`config.mk`:
```
export PLATFORM = sky130hd
export DESIGN_NAME = cpu_core
export DESIGN_NICKNAME = d
export VERILOG_FILES = /design/src/design/cpu_pkg.sv /design/src/design/arm_sequencer.sv /design/src/design/arm_decode.sv /design/src/design/reg_file.sv /design/src/design/barrel_shifter.sv /design/src/design/alu.sv /design/src/design/arm_execute.sv /design/src/design/result_commit.sv /design/src/design/cpu_core.sv
export VERILOG_INCLUDE_DIRS = /design/src /design/src/design
export SDC_FILE = /design/constraint.sdc
export NUM_CORES = 2
export LEC_CHECK = 0
export BUFFER_PORTS_ARGS = -buffer_cell sky130_fd_sc_hd__buf_4
export CAP_MARGIN = 20
export CORE_MARGIN = 2
export CORE_UTILIZATION = 66
export CTS_BUF_LIST = sky130_fd_sc_hd__clkbuf_16
export DETAILED_ROUTE_END_ITERATION = 10
export PLACE_DENSITY_LB_ADDON = 0.2
export SYNTH_ARGS = -nofsm -noshare
export SYNTH_HDL_FRONTEND = slang
export SYNTH_SLANG_ARGS = --single-unit
```
`constraint.sdc`:
```
create_clock -name clk -period 10.3 [get_ports clk]
set_input_delay 0.515 -clock clk [delete_from_list [all_inputs] [get_ports clk]]
set_output_delay 0.515 -clock clk [all_outputs]
set_load 0.01 [all_outputs]
```
`src/design/cpu_macros.svh`:
```
`ifndef CPU_MACROS_SVH
`define CPU_MACROS_SVH

`define CPU_XLEN        32
`define CPU_RESET_PC    32'h08000000
`define CPU_NREGS       16
`define CPU_PC_IDX      4'd15
`define CPU_LR_IDX      4'd14

// memory width codes, log2 of the byte count
`define MEM_WIDTH_BYTE  2'd0
`define MEM_WIDTH_WORD  2'd2

`define ST_INIT         2'd0
`define ST_FETCH        2'd1
`define ST_DECODE       2'd2
`define ST_EXEC         2'd3

// nzcv bit positions inside flags_t
`define FLAG_N          3
`define FLAG_Z          2
`define FLAG_C          1
`define FLAG_V          0

`endif

```
`src/design/cpu_pkg.sv`:
```
`default_nettype none

`include "cpu_macros.svh"

package cpu_pkg;

	typedef struct packed {
		logic n;
		logic z;
		logic c;
		logic v;
	} flags_t;

	// data-processing view, bits 27:25 = 00I
	typedef struct packed {
		logic [3:0]  cond;
		logic [2:0]  itype;
		logic [3:0]  opcode;
		logic        s;
		logic [3:0]  rn;
		logic [3:0]  rd;
		logic [11:0] operand;
	} dp_fmt_t;

	// load/store view, bits 27:25 = 010 for immediate offset
	typedef struct packed {
		logic [3:0]  cond;
		logic [2:0]  itype;
		logic        p;
		logic        u;
		logic        b;
		logic        w;
		logic        l;
		logic [3:0]  rn;
		logic [3:0]  rd;
		logic [11:0] offset;
	} ls_fmt_t;

	typedef union packed {
		dp_fmt_t dp;
		ls_fmt_t ls;
	} instr_u;

	typedef enum logic [1:0] {
		CLS_DP,
		CLS_LS,
		CLS_BRANCH,
		CLS_UNDEF
	} instr_class_e;

	typedef struct packed {
		instr_class_e cls;
		logic [3:0]   cond;
		logic [3:0]   opcode;
		logic         s;
		logic [3:0]   rn;
		logic [3:0]   rd;
		logic [3:0]   rm;
		logic         use_imm;
		logic [3:0]   rot;
		logic [7:0]   imm8;
		logic [1:0]   shift_type;
		logic [4:0]   shift_amt;
		logic         p;
		logic         u;
		logic         w;
		logic         l;
		logic         b;
		logic         link;
		logic [23:0]  br_off;
	} decoded_t;

	typedef struct packed {
		logic                 pass;
		logic                 rd_we;
		logic [3:0]           rd_idx;
		logic [`CPU_XLEN-1:0] rd_val;
		logic                 wb_we;
		logic [3:0]           wb_idx;
		logic [`CPU_XLEN-1:0] wb_val;
		flags_t               flags;
		logic                 flags_we;
		logic [`CPU_XLEN-1:0] next_pc;
		logic [`CPU_XLEN-1:0] mem_addr;
		logic [`CPU_XLEN-1:0] mem_wdata;
		logic [1:0]           mem_width;
		logic                 mem_read;
		logic                 mem_write;
	} exec_result_t;

	typedef struct packed {
		logic [`CPU_XLEN-1:0] addr;
		logic [`CPU_XLEN-1:0] wdata;
		logic [1:0]           width;
		logic                 read;
		logic                 write;
	} mem_req_t;

	typedef struct packed {
		logic [`CPU_XLEN-1:0] rdata;
		logic                 ok;
	} mem_rsp_t;

endpackage

`default_nettype wire

```
`src/design/arm_sequencer.sv`:
```
`default_nettype none
`timescale 1ns/1ns

`include "cpu_macros.svh"

module arm_sequencer (
	input  wire                   clk,
	input  wire                   rstn,
	input  cpu_pkg::mem_rsp_t     mem_rsp,
	output cpu_pkg::mem_req_t     mem_req,
	input  cpu_pkg::exec_result_t exec_res,
	input  wire [`CPU_XLEN-1:0]   pc,
	output cpu_pkg::instr_u       instr,
	output logic                  commit,
	output logic                  init_pc
);

	logic [1:0] state, state_nx;
	logic       data_access;

	assign data_access = exec_res.mem_read || exec_res.mem_write;

	always_comb begin
		state_nx = state;
		mem_req = '0;
		mem_req.width = `MEM_WIDTH_WORD;
		commit = 1'b0;
		init_pc = 1'b0;
		case (state)
			`ST_INIT: begin
				init_pc = 1'b1;
				state_nx = `ST_FETCH;
			end
			`ST_FETCH: begin
				mem_req.addr = pc;
				mem_req.read = 1'b1;
				if (mem_rsp.ok)
					state_nx = `ST_DECODE;
			end
			`ST_DECODE: state_nx = `ST_EXEC; // operands settle through decode
			`ST_EXEC: begin
				if (data_access) begin
					mem_req.addr = exec_res.mem_addr;
					mem_req.wdata = exec_res.mem_wdata;
					mem_req.width = exec_res.mem_width;
					mem_req.read = exec_res.mem_read;
					mem_req.write = exec_res.mem_write;
					commit = mem_rsp.ok; // hold until the access lands
				end else begin
					commit = 1'b1;
				end
				if (commit)
					state_nx = `ST_FETCH;
			end
			default: state_nx = `ST_INIT;
		endcase
	end

	always_ff @(posedge clk) begin
		if (!rstn)
			state <= `ST_INIT;
		else
			state <= state_nx;
	end

	// instruction latch
	always_ff @(posedge clk) begin
		if (state == `ST_FETCH && mem_rsp.ok)
			instr <= mem_rsp.rdata;
	end

	a_req_stable: assert property (@(posedge clk) disable iff (!rstn)
		(mem_req.read || mem_req.write) && !mem_rsp.ok |=> $stable(mem_req));

	a_rd_wr_excl: assert property (@(posedge clk) disable iff (!rstn)
		!(mem_req.read && mem_req.write));

endmodule

`default_nettype wire

```
`src/design/arm_decode.sv`:
```
`default_nettype none
`timescale 1ns/1ns

module arm_decode (
	input  cpu_pkg::instr_u   instr,
	output cpu_pkg::decoded_t dec
);

	always_comb begin
		dec.cond = instr.dp.cond;
		dec.opcode = instr.dp.opcode;
		dec.s = instr.dp.s;
		dec.rn = instr.dp.rn;
		dec.rd = instr.dp.rd;
		// addressing mode 1 operand fields
		dec.rm = instr.dp.operand[3:0];
		dec.use_imm = instr.dp.itype[0];
		dec.rot = instr.dp.operand[11:8];
		dec.imm8 = instr.dp.operand[7:0];
		dec.shift_type = instr.dp.operand[6:5];
		dec.shift_amt = instr.dp.operand[11:7];
		dec.p = instr.ls.p;
		dec.u = instr.ls.u;
		dec.w = instr.ls.w;
		dec.l = instr.ls.l;
		dec.b = instr.ls.b;
		dec.link = instr[24];
		dec.br_off = instr[23:0];

		if (instr.dp.itype[2:1] == 2'b00) begin
			if (!instr.dp.itype[0] && instr.dp.operand[4])
				dec.cls = cpu_pkg::CLS_UNDEF; // reg shift, mul, halfword
			else if (instr.dp.opcode[3:2] == 2'b10 && !instr.dp.s)
				dec.cls = cpu_pkg::CLS_UNDEF; // psr transfers, bx
			else
				dec.cls = cpu_pkg::CLS_DP;
		end else if (instr.ls.itype == 3'b010) begin
			dec.cls = cpu_pkg::CLS_LS; // 12-bit offset rides in rot and imm8
		end else if (instr.dp.itype == 3'b101) begin
			dec.cls = cpu_pkg::CLS_BRANCH;
		end else begin
			dec.cls = cpu_pkg::CLS_UNDEF;
		end
	end

endmodule

`default_nettype wire

```
`src/design/reg_file.sv`:
```
`default_nettype none
`timescale 1ns/1ns

`include "cpu_macros.svh"

module reg_file (
	input  wire                 clk,
	input  wire                 rstn,
	input  wire                 commit,
	input  wire                 init_pc,
	input  wire [3:0]           ra,
	input  wire [3:0]           rb,
	input  wire [3:0]           rc,
	output logic [`CPU_XLEN-1:0] a,
	output logic [`CPU_XLEN-1:0] b,
	output logic [`CPU_XLEN-1:0] c,
	output logic [`CPU_XLEN-1:0] pc,
	input  wire                 w1_en,
	input  wire [3:0]           w1_idx,
	input  wire [`CPU_XLEN-1:0] w1_data,
	input  wire                 w2_en,
	input  wire [3:0]           w2_idx,
	input  wire [`CPU_XLEN-1:0] w2_data,
	input  wire [`CPU_XLEN-1:0] next_pc
);

	logic [`CPU_XLEN-1:0] regs [`CPU_NREGS];
	logic [`CPU_XLEN-1:0] pc_rd;

	assign pc = regs[`CPU_PC_IDX];
	assign pc_rd = pc + 32'd8; // r15 reads two words ahead

	assign a = (ra == `CPU_PC_IDX) ? pc_rd : regs[ra];
	assign b = (rb == `CPU_PC_IDX) ? pc_rd : regs[rb];
	assign c = (rc == `CPU_PC_IDX) ? pc_rd : regs[rc];

	always_ff @(posedge clk) begin
		if (!rstn || init_pc) begin
			regs[`CPU_PC_IDX] <= `CPU_RESET_PC;
		end else if (commit) begin
			regs[`CPU_PC_IDX] <= next_pc;
			// later writes win, so a load beats base writeback
			if (w2_en)
				regs[w2_idx] <= w2_data;
			if (w1_en)
				regs[w1_idx] <= w1_data;
		end
	end

endmodule

`default_nettype wire

```
`src/design/barrel_shifter.sv`:
```
`default_nettype none
`timescale 1ns/1ns

`include "cpu_macros.svh"

module barrel_shifter (
	input  wire [`CPU_XLEN-1:0]  value,
	input  wire [3:0]            rot_imm,
	input  wire [7:0]            imm8,
	input  wire                  use_imm,
	input  wire [1:0]            shift_type,
	input  wire [4:0]            shift_amt,
	input  wire                  carry_in,
	output logic [`CPU_XLEN-1:0] operand,
	output logic                 carry_out
);

	logic [4:0]  rot;
	logic [63:0] imm_dbl;
	logic [63:0] val_dbl;
	logic [5:0]  lsl_bit;

	assign rot = {rot_imm, 1'b0};
	assign imm_dbl = {2{24'h0, imm8}} >> rot;
	assign val_dbl = {2{value}} >> shift_amt; // rotate right helper
	assign lsl_bit = 6'd32 - {1'b0, shift_amt};

	always_comb begin
		if (use_imm) begin
			operand = imm_dbl[31:0];
			carry_out = (rot == 5'd0) ? carry_in : imm_dbl[31];
		end else if (shift_amt == 5'd0) begin
			case (shift_type)
				2'b00: begin operand = value; carry_out = carry_in; end
				2'b01: begin operand = '0; carry_out = value[31]; end // lsr #32
				2'b10: begin operand = {32{value[31]}}; carry_out = value[31]; end
				default: begin operand = {carry_in, value[31:1]}; carry_out = value[0]; end // rrx
			endcase
		end else begin
			carry_out = value[shift_amt - 5'd1];
			case (shift_type)
				2'b00: begin
					operand = value << shift_amt;
					carry_out = value[lsl_bit[4:0]];
				end
				2'b01: operand = value >> shift_amt;
				2'b10: operand = $signed(value) >>> shift_amt;
				default: operand = val_dbl[31:0];
			endcase
		end
	end

endmodule

`default_nettype wire

```
`src/design/alu.sv`:
```
`default_nettype none
`timescale 1ns/1ns

`include "cpu_macros.svh"

module alu (
	input  wire [3:0]            opcode,
	input  wire [`CPU_XLEN-1:0]  a,
	input  wire [`CPU_XLEN-1:0]  b,
	input  cpu_pkg::flags_t      flags_in,
	input  wire                  shifter_carry,
	output logic [`CPU_XLEN-1:0] result,
	output cpu_pkg::flags_t      flags_out,
	output logic                 writes_rd
);

	logic [`CPU_XLEN-1:0] x, y;
	logic                 cin;
	logic                 arith;
	logic [`CPU_XLEN:0]   sum;

	// subtraction runs as x + ~y + 1, so carry out is the ARM C
	always_comb begin
		arith = 1'b1;
		x = a;
		y = b;
		cin = 1'b0;
		case (opcode)
			4'h2, 4'hA: begin y = ~b; cin = 1'b1; end // sub, cmp
			4'h3: begin x = b; y = ~a; cin = 1'b1; end // rsb
			4'h4, 4'hB: cin = 1'b0; // add, cmn
			4'h5: cin = flags_in.c;
			4'h6: begin y = ~b; cin = flags_in.c; end
			4'h7: begin x = b; y = ~a; cin = flags_in.c; end
			default: arith = 1'b0;
		endcase
	end

	assign sum = {1'b0, x} + {1'b0, y} + {{`CPU_XLEN{1'b0}}, cin};

	always_comb begin
		case (opcode)
			4'h0, 4'h8: result = a & b;
			4'h1, 4'h9: result = a ^ b;
			4'hC: result = a | b;
			4'hD: result = b;
			4'hE: result = a & ~b;
			4'hF: result = ~b;
			default: result = sum[`CPU_XLEN-1:0];
		endcase
	end

	always_comb begin
		flags_out.n = result[`CPU_XLEN-1];
		flags_out.z = (result == '0);
		flags_out.c = arith ? sum[`CPU_XLEN] : shifter_carry;
		flags_out.v = arith ? (x[31] == y[31]) && (sum[31] != x[31]) : flags_in.v;
	end

	assign writes_rd = (opcode[3:2] != 2'b10); // tst, teq, cmp, cmn only set flags

endmodule

`default_nettype wire

```
`src/design/arm_execute.sv`:
```
`default_nettype none
`timescale 1ns/1ns

`include "cpu_macros.svh"

module arm_execute (
	input  cpu_pkg::decoded_t     dec,
	input  wire [`CPU_XLEN-1:0]   a,
	input  wire [`CPU_XLEN-1:0]   b,
	input  wire [`CPU_XLEN-1:0]   c,
	input  wire [`CPU_XLEN-1:0]   pc,
	input  cpu_pkg::flags_t       flags,
	output cpu_pkg::exec_result_t res
);

	logic [3:0]           f;
	logic                 cond_ok;
	logic [`CPU_XLEN-1:0] shift_op, alu_res;
	logic                 shift_c, alu_wr;
	cpu_pkg::flags_t      alu_flags;
	logic [`CPU_XLEN-1:0] ls_off, ls_addr_ofs, br_target, seq_pc;

	assign f = flags;

	always_comb begin
		case (dec.cond)
			4'h0: cond_ok = f[`FLAG_Z];
			4'h1: cond_ok = !f[`FLAG_Z];
			4'h2: cond_ok = f[`FLAG_C];
			4'h3: cond_ok = !f[`FLAG_C];
			4'h4: cond_ok = f[`FLAG_N];
			4'h5: cond_ok = !f[`FLAG_N];
			4'h6: cond_ok = f[`FLAG_V];
			4'h7: cond_ok = !f[`FLAG_V];
			4'h8: cond_ok = f[`FLAG_C] && !f[`FLAG_Z]; // hi
			4'h9: cond_ok = !f[`FLAG_C] || f[`FLAG_Z];
			4'hA: cond_ok = f[`FLAG_N] == f[`FLAG_V];
			4'hB: cond_ok = f[`FLAG_N] != f[`FLAG_V];
			4'hC: cond_ok = !f[`FLAG_Z] && (f[`FLAG_N] == f[`FLAG_V]);
			4'hD: cond_ok = f[`FLAG_Z] || (f[`FLAG_N] != f[`FLAG_V]);
			4'hE: cond_ok = 1'b1;
			default: cond_ok = 1'b0; // nv
		endcase
	end

	barrel_shifter u_shift (
		.value      (b),
		.rot_imm    (dec.rot),
		.imm8       (dec.imm8),
		.use_imm    (dec.use_imm),
		.shift_type (dec.shift_type),
		.shift_amt  (dec.shift_amt),
		.carry_in   (flags.c),
		.operand    (shift_op),
		.carry_out  (shift_c)
	);

	alu u_alu (
		.opcode        (dec.opcode),
		.a             (a),
		.b             (shift_op),
		.flags_in      (flags),
		.shifter_carry (shift_c),
		.result        (alu_res),
		.flags_out     (alu_flags),
		.writes_rd     (alu_wr)
	);

	assign seq_pc = pc + 32'd4;
	assign br_target = pc + 32'd8 + {{6{dec.br_off[23]}}, dec.br_off, 2'b00};
	assign ls_off = {20'h0, dec.rot, dec.imm8};
	assign ls_addr_ofs = dec.u ? a + ls_off : a - ls_off;

	always_comb begin
		res = '0;
		res.pass = cond_ok;
		res.next_pc = seq_pc;
		res.flags = alu_flags;
		res.mem_width = `MEM_WIDTH_WORD;
		res.rd_idx = dec.rd;
		res.wb_idx = dec.rn;
		res.wb_val = ls_addr_ofs;
		case (dec.cls)
			cpu_pkg::CLS_DP: begin
				res.rd_we = cond_ok && alu_wr;
				res.rd_val = alu_res;
				res.flags_we = cond_ok && dec.s;
			end
			cpu_pkg::CLS_BRANCH: begin
				if (cond_ok)
					res.next_pc = br_target;
				res.rd_we = cond_ok && dec.link;
				res.rd_idx = `CPU_LR_IDX;
				res.rd_val = seq_pc;
			end
			cpu_pkg::CLS_LS: begin
				res.mem_addr = dec.p ? ls_addr_ofs : a; // post-index uses the bare base
				res.mem_wdata = dec.b ? {4{c[7:0]}} : c;
				res.mem_width = dec.b ? `MEM_WIDTH_BYTE : `MEM_WIDTH_WORD;
				res.mem_read = cond_ok && dec.l;
				res.mem_write = cond_ok && !dec.l;
				res.rd_we = cond_ok && dec.l;
				res.wb_we = cond_ok && (!dec.p || dec.w);
			end
			default: ; // undefined, just step over it
		endcase
	end

endmodule

`default_nettype wire

```
`src/design/result_commit.sv`:
```
`default_nettype none
`timescale 1ns/1ns

`include "cpu_macros.svh"

module result_commit (
	input  wire                   clk,
	input  wire                   rstn,
	input  wire                   commit,
	input  cpu_pkg::exec_result_t res,
	input  wire [`CPU_XLEN-1:0]   rdata,
	output cpu_pkg::flags_t       flags,
	output logic                  w1_en,
	output logic [3:0]            w1_idx,
	output logic [`CPU_XLEN-1:0]  w1_data,
	output logic                  w2_en,
	output logic [3:0]            w2_idx,
	output logic [`CPU_XLEN-1:0]  w2_data
);

	logic [7:0]           load_byte;
	logic [`CPU_XLEN-1:0] load_val;

	always_ff @(posedge clk) begin
		if (!rstn)
			flags <= '0;
		else if (commit && res.flags_we)
			flags <= res.flags;
	end

	// byte lane picked by the low address bits
	always_comb begin
		case (res.mem_addr[1:0])
			2'd0: load_byte = rdata[7:0];
			2'd1: load_byte = rdata[15:8];
			2'd2: load_byte = rdata[23:16];
			default: load_byte = rdata[31:24];
		endcase
	end

	assign load_val = (res.mem_width == `MEM_WIDTH_BYTE) ? {24'h0, load_byte} : rdata;

	assign w1_en = res.rd_we;
	assign w1_idx = res.rd_idx;
	assign w1_data = res.mem_read ? load_val : res.rd_val; // alu, link or load

	assign w2_en = res.wb_we; // base writeback
	assign w2_idx = res.wb_idx;
	assign w2_data = res.wb_val;

	a_no_write_on_fail: assert property (@(posedge clk) disable iff (!rstn)
		commit && !res.pass |-> !(w1_en || w2_en || res.flags_we));

endmodule

`default_nettype wire

```
`src/design/cpu_core.sv`:
```
`default_nettype none
`timescale 1ns/1ns

`include "cpu_macros.svh"

module cpu_core (
	input  wire              clk,
	input  wire              rstn,
	output cpu_pkg::mem_req_t mem_req,
	input  cpu_pkg::mem_rsp_t mem_rsp
);

	cpu_pkg::instr_u       instr;
	cpu_pkg::decoded_t     dec;
	cpu_pkg::exec_result_t res;
	cpu_pkg::flags_t       flags;

	logic [`CPU_XLEN-1:0] a, b, c;
	logic [`CPU_XLEN-1:0] pc;
	logic                 commit;
	logic                 init_pc;

	// register write ports, port 2 is base writeback
	logic                 w1_en, w2_en;
	logic [3:0]           w1_idx, w2_idx;
	logic [`CPU_XLEN-1:0] w1_data, w2_data;

	arm_sequencer u_seq (
		.clk      (clk),
		.rstn     (rstn),
		.mem_rsp  (mem_rsp),
		.mem_req  (mem_req),
		.exec_res (res),
		.pc       (pc),
		.instr    (instr),
		.commit   (commit),
		.init_pc  (init_pc)
	);

	arm_decode u_dec (
		.instr (instr),
		.dec   (dec)
	);

	reg_file u_rf (
		.clk     (clk),
		.rstn    (rstn),
		.commit  (commit),
		.init_pc (init_pc),
		.ra      (dec.rn),
		.rb      (dec.rm),
		.rc      (dec.rd), // store data
		.a       (a),
		.b       (b),
		.c       (c),
		.pc      (pc),
		.w1_en   (w1_en),
		.w1_idx  (w1_idx),
		.w1_data (w1_data),
		.w2_en   (w2_en),
		.w2_idx  (w2_idx),
		.w2_data (w2_data),
		.next_pc (res.next_pc)
	);

	arm_execute u_ex (
		.dec   (dec),
		.a     (a),
		.b     (b),
		.c     (c),
		.pc    (pc),
		.flags (flags),
		.res   (res)
	);

	result_commit u_commit (
		.clk     (clk),
		.rstn    (rstn),
		.commit  (commit),
		.res     (res),
		.rdata   (mem_rsp.rdata),
		.flags   (flags),
		.w1_en   (w1_en),
		.w1_idx  (w1_idx),
		.w1_data (w1_data),
		.w2_en   (w2_en),
		.w2_idx  (w2_idx),
		.w2_data (w2_data)
	);

endmodule

`default_nettype wire

```
==> results of run 1 <==
cells by family after synthesis:
family / count (synthesis) / share of synthesized area (%)
mux: 754 / 23.1
buf+inv: 707 / 5.21
fa+ha+maj: 143 / 3.31
compound gates: 1961 / 22.5
simple gates: 1674 / 13.3
xor+xnor: 134 / 2.14
other cells: 1 / 0.00683
flops: 562 / 30.4
through the flow:
stage               setup slack [ns]  util [%]
floorplan                       1.47         -
detailed placement             0.453      70.0
global placement               0.611      70.0
CTS                            0.354      72.5
metal layers:
layer  GRT overflow  track usage (%)
met5              3             45.9
met4             48             77.1
met3              6             70.8
met2             32             92.9
met1              8             81.6
==> run_results.csv, run 1 <==
group,metric,value,unit
synthesis,syn_inst,5936,
sta,worst_endpoint_kind,"register data pin",
synthesis,synth.area.top_cells,"edfxtp_1 (30%), mux4_2 (17%), mux2i_1 (5.4%)",
synthesis,ys_top_cells_by_count,"nand2_1 (642), o21ai_0 (586), nor2_1 (559)",
place,dpl-instance-area,57600,um2
synthesis,yosys.area.top_type_share,29.8,%
synthesis,synthesis.area,54900,um2
synthesis,synth_most_common_cell,"nand2_1",
clock_network,cts_buffers,58,
floorplanning,die_w,292,um
clock_network,postCtsSetupBuffers,0,
place,gp_congestion,1.18,
status,status,"aborted with a tool error",
floorplanning,start_util,66.7,%
clock_network,hold_buffers,0,
synthesis,synth_seq_cells,562,
synthesis,seq_area_frac_synth,30.4,%
place,numPortBuffers,101,
synthesis,ys_warn_count,0,
global_route,grt_usage,80.8,%
synthesis,yosysUniqueCellTypes,96,
status,firstError,"[ERROR GRT-0232] Routing congestion too high. Check the congestion heatmap in the GUI.",
synthesis,synth_edf_count,544,
place,hpwl,198,mm
global_route,overflow,97,
synthesis,post_synth.cell_area_avg,9.25,um2
status,lastStage,"global routing (5_1_grt)",
sta,worstEndpointGrtRepair,"u_rf.regs[14][31]$_DFFE_PP_/D",
clock_network,cts_resized,0,
floorplanning,row_count,105,
floorplanning,ios,103,
place,dp.cells,6862,
clock_network,cts_sinks,562,
synthesis,async_flop_share,0,%
synthesis,synth_area_leader_cell,"edfxtp_1",
clock_network,h-tree-depth,2,
synthesis,synth_ff_type,"edfxtp_1",
global_route,grt_max_degree,94,
clock_network,root_buffer,"clkbuf_16",
synthesis,synthesis.nets,6114,
global_route,antenna_found_initial,43,
clock_network,cts_buffer_depth,3,
floorplanning,die_h,292,um
==> run 2, diff against run 1 <==
--- a/config.mk
+++ b/config.mk
@@ -9,10 +9,9 @@
 export BUFFER_PORTS_ARGS = -buffer_cell sky130_fd_sc_hd__buf_4
 export CAP_MARGIN = 20
 export CORE_MARGIN = 2
-export CORE_UTILIZATION = 66
-export CTS_BUF_LIST = sky130_fd_sc_hd__clkbuf_16
+export CORE_UTILIZATION = 40
 export DETAILED_ROUTE_END_ITERATION = 10
-export PLACE_DENSITY_LB_ADDON = 0.2
+export PLACE_DENSITY_LB_ADDON = 0.15
 export SYNTH_ARGS = -nofsm -noshare
 export SYNTH_HDL_FRONTEND = slang
 export SYNTH_SLANG_ARGS = --single-unit
==> run_results.csv, run 2 <==
group,metric,value,unit
status,status,"completed",
critical_path,max_stage_delay,0.82,ns
detailed_routing,routed-wl-met3,43.2,mm
critical_path,cp_max_fo,16,
critical_path,cp.arrival,10.26,ns
sta,fin_tns_setup,0,ns
global_route,grt_max_degree,93,
detailed_routing,viasPerCell,7.27,
synthesis,seq_area_frac_synth,30.4,%
layout,most-common-layout-cells,"nand2_1 (631), o21ai_0 (572), edfxtp_1 (544), nor2_1 (542), buf_4 (511)",
floorplanning,die_h,374,um
layout,nFillCells,13200,
power_and_ir_drop,swShare,47.0,%
detailed_routing,vias,56700,
layout,largest_register,"u_rf.regs",
layout,top_regs,"u_rf.regs (512), u_seq.instr (32), u_commit.flags (4)",
floorplanning,start_util,40.4,%
synthesis,synth_ff_type,"edfxtp_1",
global_route,antenna_found_initial,21,
synthesis,synthesis.nets,6114,
sta,drv_slew,0,
critical_path,crit_slowest_cell,"edfxtp_1",
detailed_routing,wl_met2,130,mm
detailed_routing,drc,0,
synthesis,yosys.area.top_type_share,29.8,%
detailed_routing,drt_first_pass_iters,9,
critical_path,worstPathRequired,10.68,ns
synthesis,synthesis.area,54900,um2
clock_network,cts_sinks,562,
global_route,overflow,0,
sta,period_share,96.0,%
power_and_ir_drop,power.total,13.6,mW
power_and_ir_drop,p_switching,6.39,mW
clock_network,root_buffer,"clkbuf_16",
floorplanning,row_count,135,
layout,fin_nets,6133,
sta,fmax,0.101,GHz
synthesis,syn_inst,5936,
sta,tightestPinTransition,1.28,ns
floorplanning,ios,103,
critical_path,crit_type,"reg -> reg",
floorplanning,die_w,374,um
clock_network,worst_skew_pair.late_latency,0.69,ns
clock_network,h-tree-depth,3,
sta,relSlewSlack,14.7,%
critical_path,setup.worst_path.start_class,"flop",
floorplanning,fp.dieArea,140000,um2
detailed_routing,wirelength_met1,115,mm
run,max-cap-violations,0,
synthesis,synth_most_common_cell,"nand2_1",
global_route,grt_pass1_wl,426,mm
detailed_routing,wl_per_cell,40.0,um
sta,rsz0062_at_grt,"no",
place,gp_congestion,1.08,
detailed_routing,top_layer,"met5",
clock_network,cts_tree,"done",
synthesis,async_flop_share,0,%
global_route,grt_pass1_vias,51900,
clock_network,path_clk_slew,0.06,ns
floorplanning,core_area,136000,um2
sta,setup_viol,0,
layout,drive_gt1_share,20.4,%
sta,layout_min_cycle_time,9.89,ns
detailed_routing,antenna_left,0,
layout,areaGrowthSynthToFinish,12.3,%
power_and_ir_drop,irDropWorstVdd,122,uV
min_path,hold_path.class,"in -> reg",
critical_path,crit_top_cell,"a211oi_1",
layout,largest_register_ffs,512,
power_and_ir_drop,power_density,221,nW/um2
synthesis,synth_seq_cells,562,
synthesis,synth.area.top_cells,"edfxtp_1 (30%), mux4_2 (17%), mux2i_1 (5.4%)",
synthesis,synth_edf_count,544,
global_route,grt_usage,43.2,%
clock_network,cts_buffers,68,
detailed_routing,drt-total-wl,312,mm
clock_network,cts_buffer_depth,3,
synthesis,ys_top_cells_by_count,"nand2_1 (642), o21ai_0 (586), nor2_1 (559)",
power_and_ir_drop,leakagePower,22.9,nW
layout,layout_commonest_cell,"nand2_1",
place,hpwl,221,mm
power_and_ir_drop,power_frac_seq,23.7,%
power_and_ir_drop,p_clk_share,18.7,%
place,numPortBuffers,101,
critical_path,endpoint_kind,"flop",
synthesis,synth_area_leader_cell,"edfxtp_1",
sta,skew,0.0465,ns
detailed_routing,drtIter0Drc,9950,
power_and_ir_drop,share_comb_of_total_power,57.6,%
synthesis,yosysUniqueCellTypes,96,
power_and_ir_drop,intPower,7.21,mW
synthesis,post_synth.cell_area_avg,9.25,um2
synthesis,ys_warn_count,0,
sta,hold_viol,0,
## run 2: cell counts after synthesis
No cell type changed its count.
## run 2: critical path: cells and delay by family, from the launching register on
kind / cells / cell delay (ns)
muxes: 2 / 0.48
adders and majority gates: 2 / 0.69
and+or+nand+nor: 5 / 1.71
xor gates and xnor gates: 2 / 0.63
buffers and inverters: 3 / 0.74
DFF: 1 / 0.82
AOI/OAI and AO/OA: 17 / 4.49
## run 2: power by group through the flow
stage / Clock, mW / Sequential [mW] / Combinational, mW
after floorplan: 0 / 3.11 / 4.56
after global placement: 0 / 3.26 / 7.36
after detailed placement: 0 / 3.26 / 7.42
after CTS: 2.56 / 3.21 / 7.46
after global routing: 2.63 / 3.22 / 8.16
final: 2.55 / 3.22 / 7.83
## run 2: worst paths after layout
kind | startpoint | endpoint | slack, ns | cells after the start
worst min-delay path | mem_rsp[24] | u_seq.instr[23] | 0.05 | 1
worst min register to register | u_commit.flags[3] | u_commit.flags[3] | 0.53 | 2
worst max register to register | u_rf.regs[15][9] | u_rf.regs[4][30] | 0.41 | 31
worst max-delay path | u_rf.regs[15][9] | u_rf.regs[4][30] | 0.41 | 31
## run 2: timing repair
action | in CTS | in global routing
hold endpoints to repair | 0 | 0
resized for setup | 0 | 2
buffers inserted | 0 | 4
hold buffers | 0 | 0
setup endpoints to repair | 0 | 29
## run 2: metrics by stage
stage	cell area, um2	hold slack (ns)	setup slack, ns	utilization, %	std cells
after floorplan	54900	0.473	1.47	-	5936
after global placement	59300	0.523	0.464	43.6	7658
after detailed placement	59300	0.526	0.472	43.6	7658
after CTS	61500	0.0107	0.437	45.3	7782
after global routing	61600	0.0486	0.0929	45.4	7790
final	61600	0.0507	0.414	45.4	7801
## run 2: cells by family (layout without fill, tap and decap cells)
group | after synthesis | in the layout | share of synthesized area (%)
compound gates | 1961 | 1961 | 22.5
xor+xnor | 134 | 134 | 2.14
fa+ha+maj | 143 | 143 | 3.31
buf+inv | 707 | 780 | 5.21
flops | 562 | 562 | 30.4
mux | 754 | 754 | 23.1
other cells | 1 | 12 | 0.00683
simple gates | 1674 | 1674 | 13.3
## run 2: layout make-up
type                    count  area [um2]  share of cell area [%]
multi-input cells        4667       35800                    58.2
flip-flops and latches    562       16700                    27.2
repair buffers            522        4040                    6.55
well taps                1781        2230                    3.62
clock buffers              86        1790                    2.91
inverters                 134         503                   0.816
clock inverters            38         463                   0.751
diodes                     11        27.5                  0.0447
## run 2: metal layers
| metal | GRT usage [%] | vias up |
|---|---|---|
| li1 | - | 23000 |
| met1 | 55.8 | 27900 |
| met2 | 62.2 | 4820 |
| met3 | 13.6 | 1017 |
| met4 | 28.2 | 18 |
| met5 | 0 | - |
No activity file was read; power rests on OpenSTA's default activity.
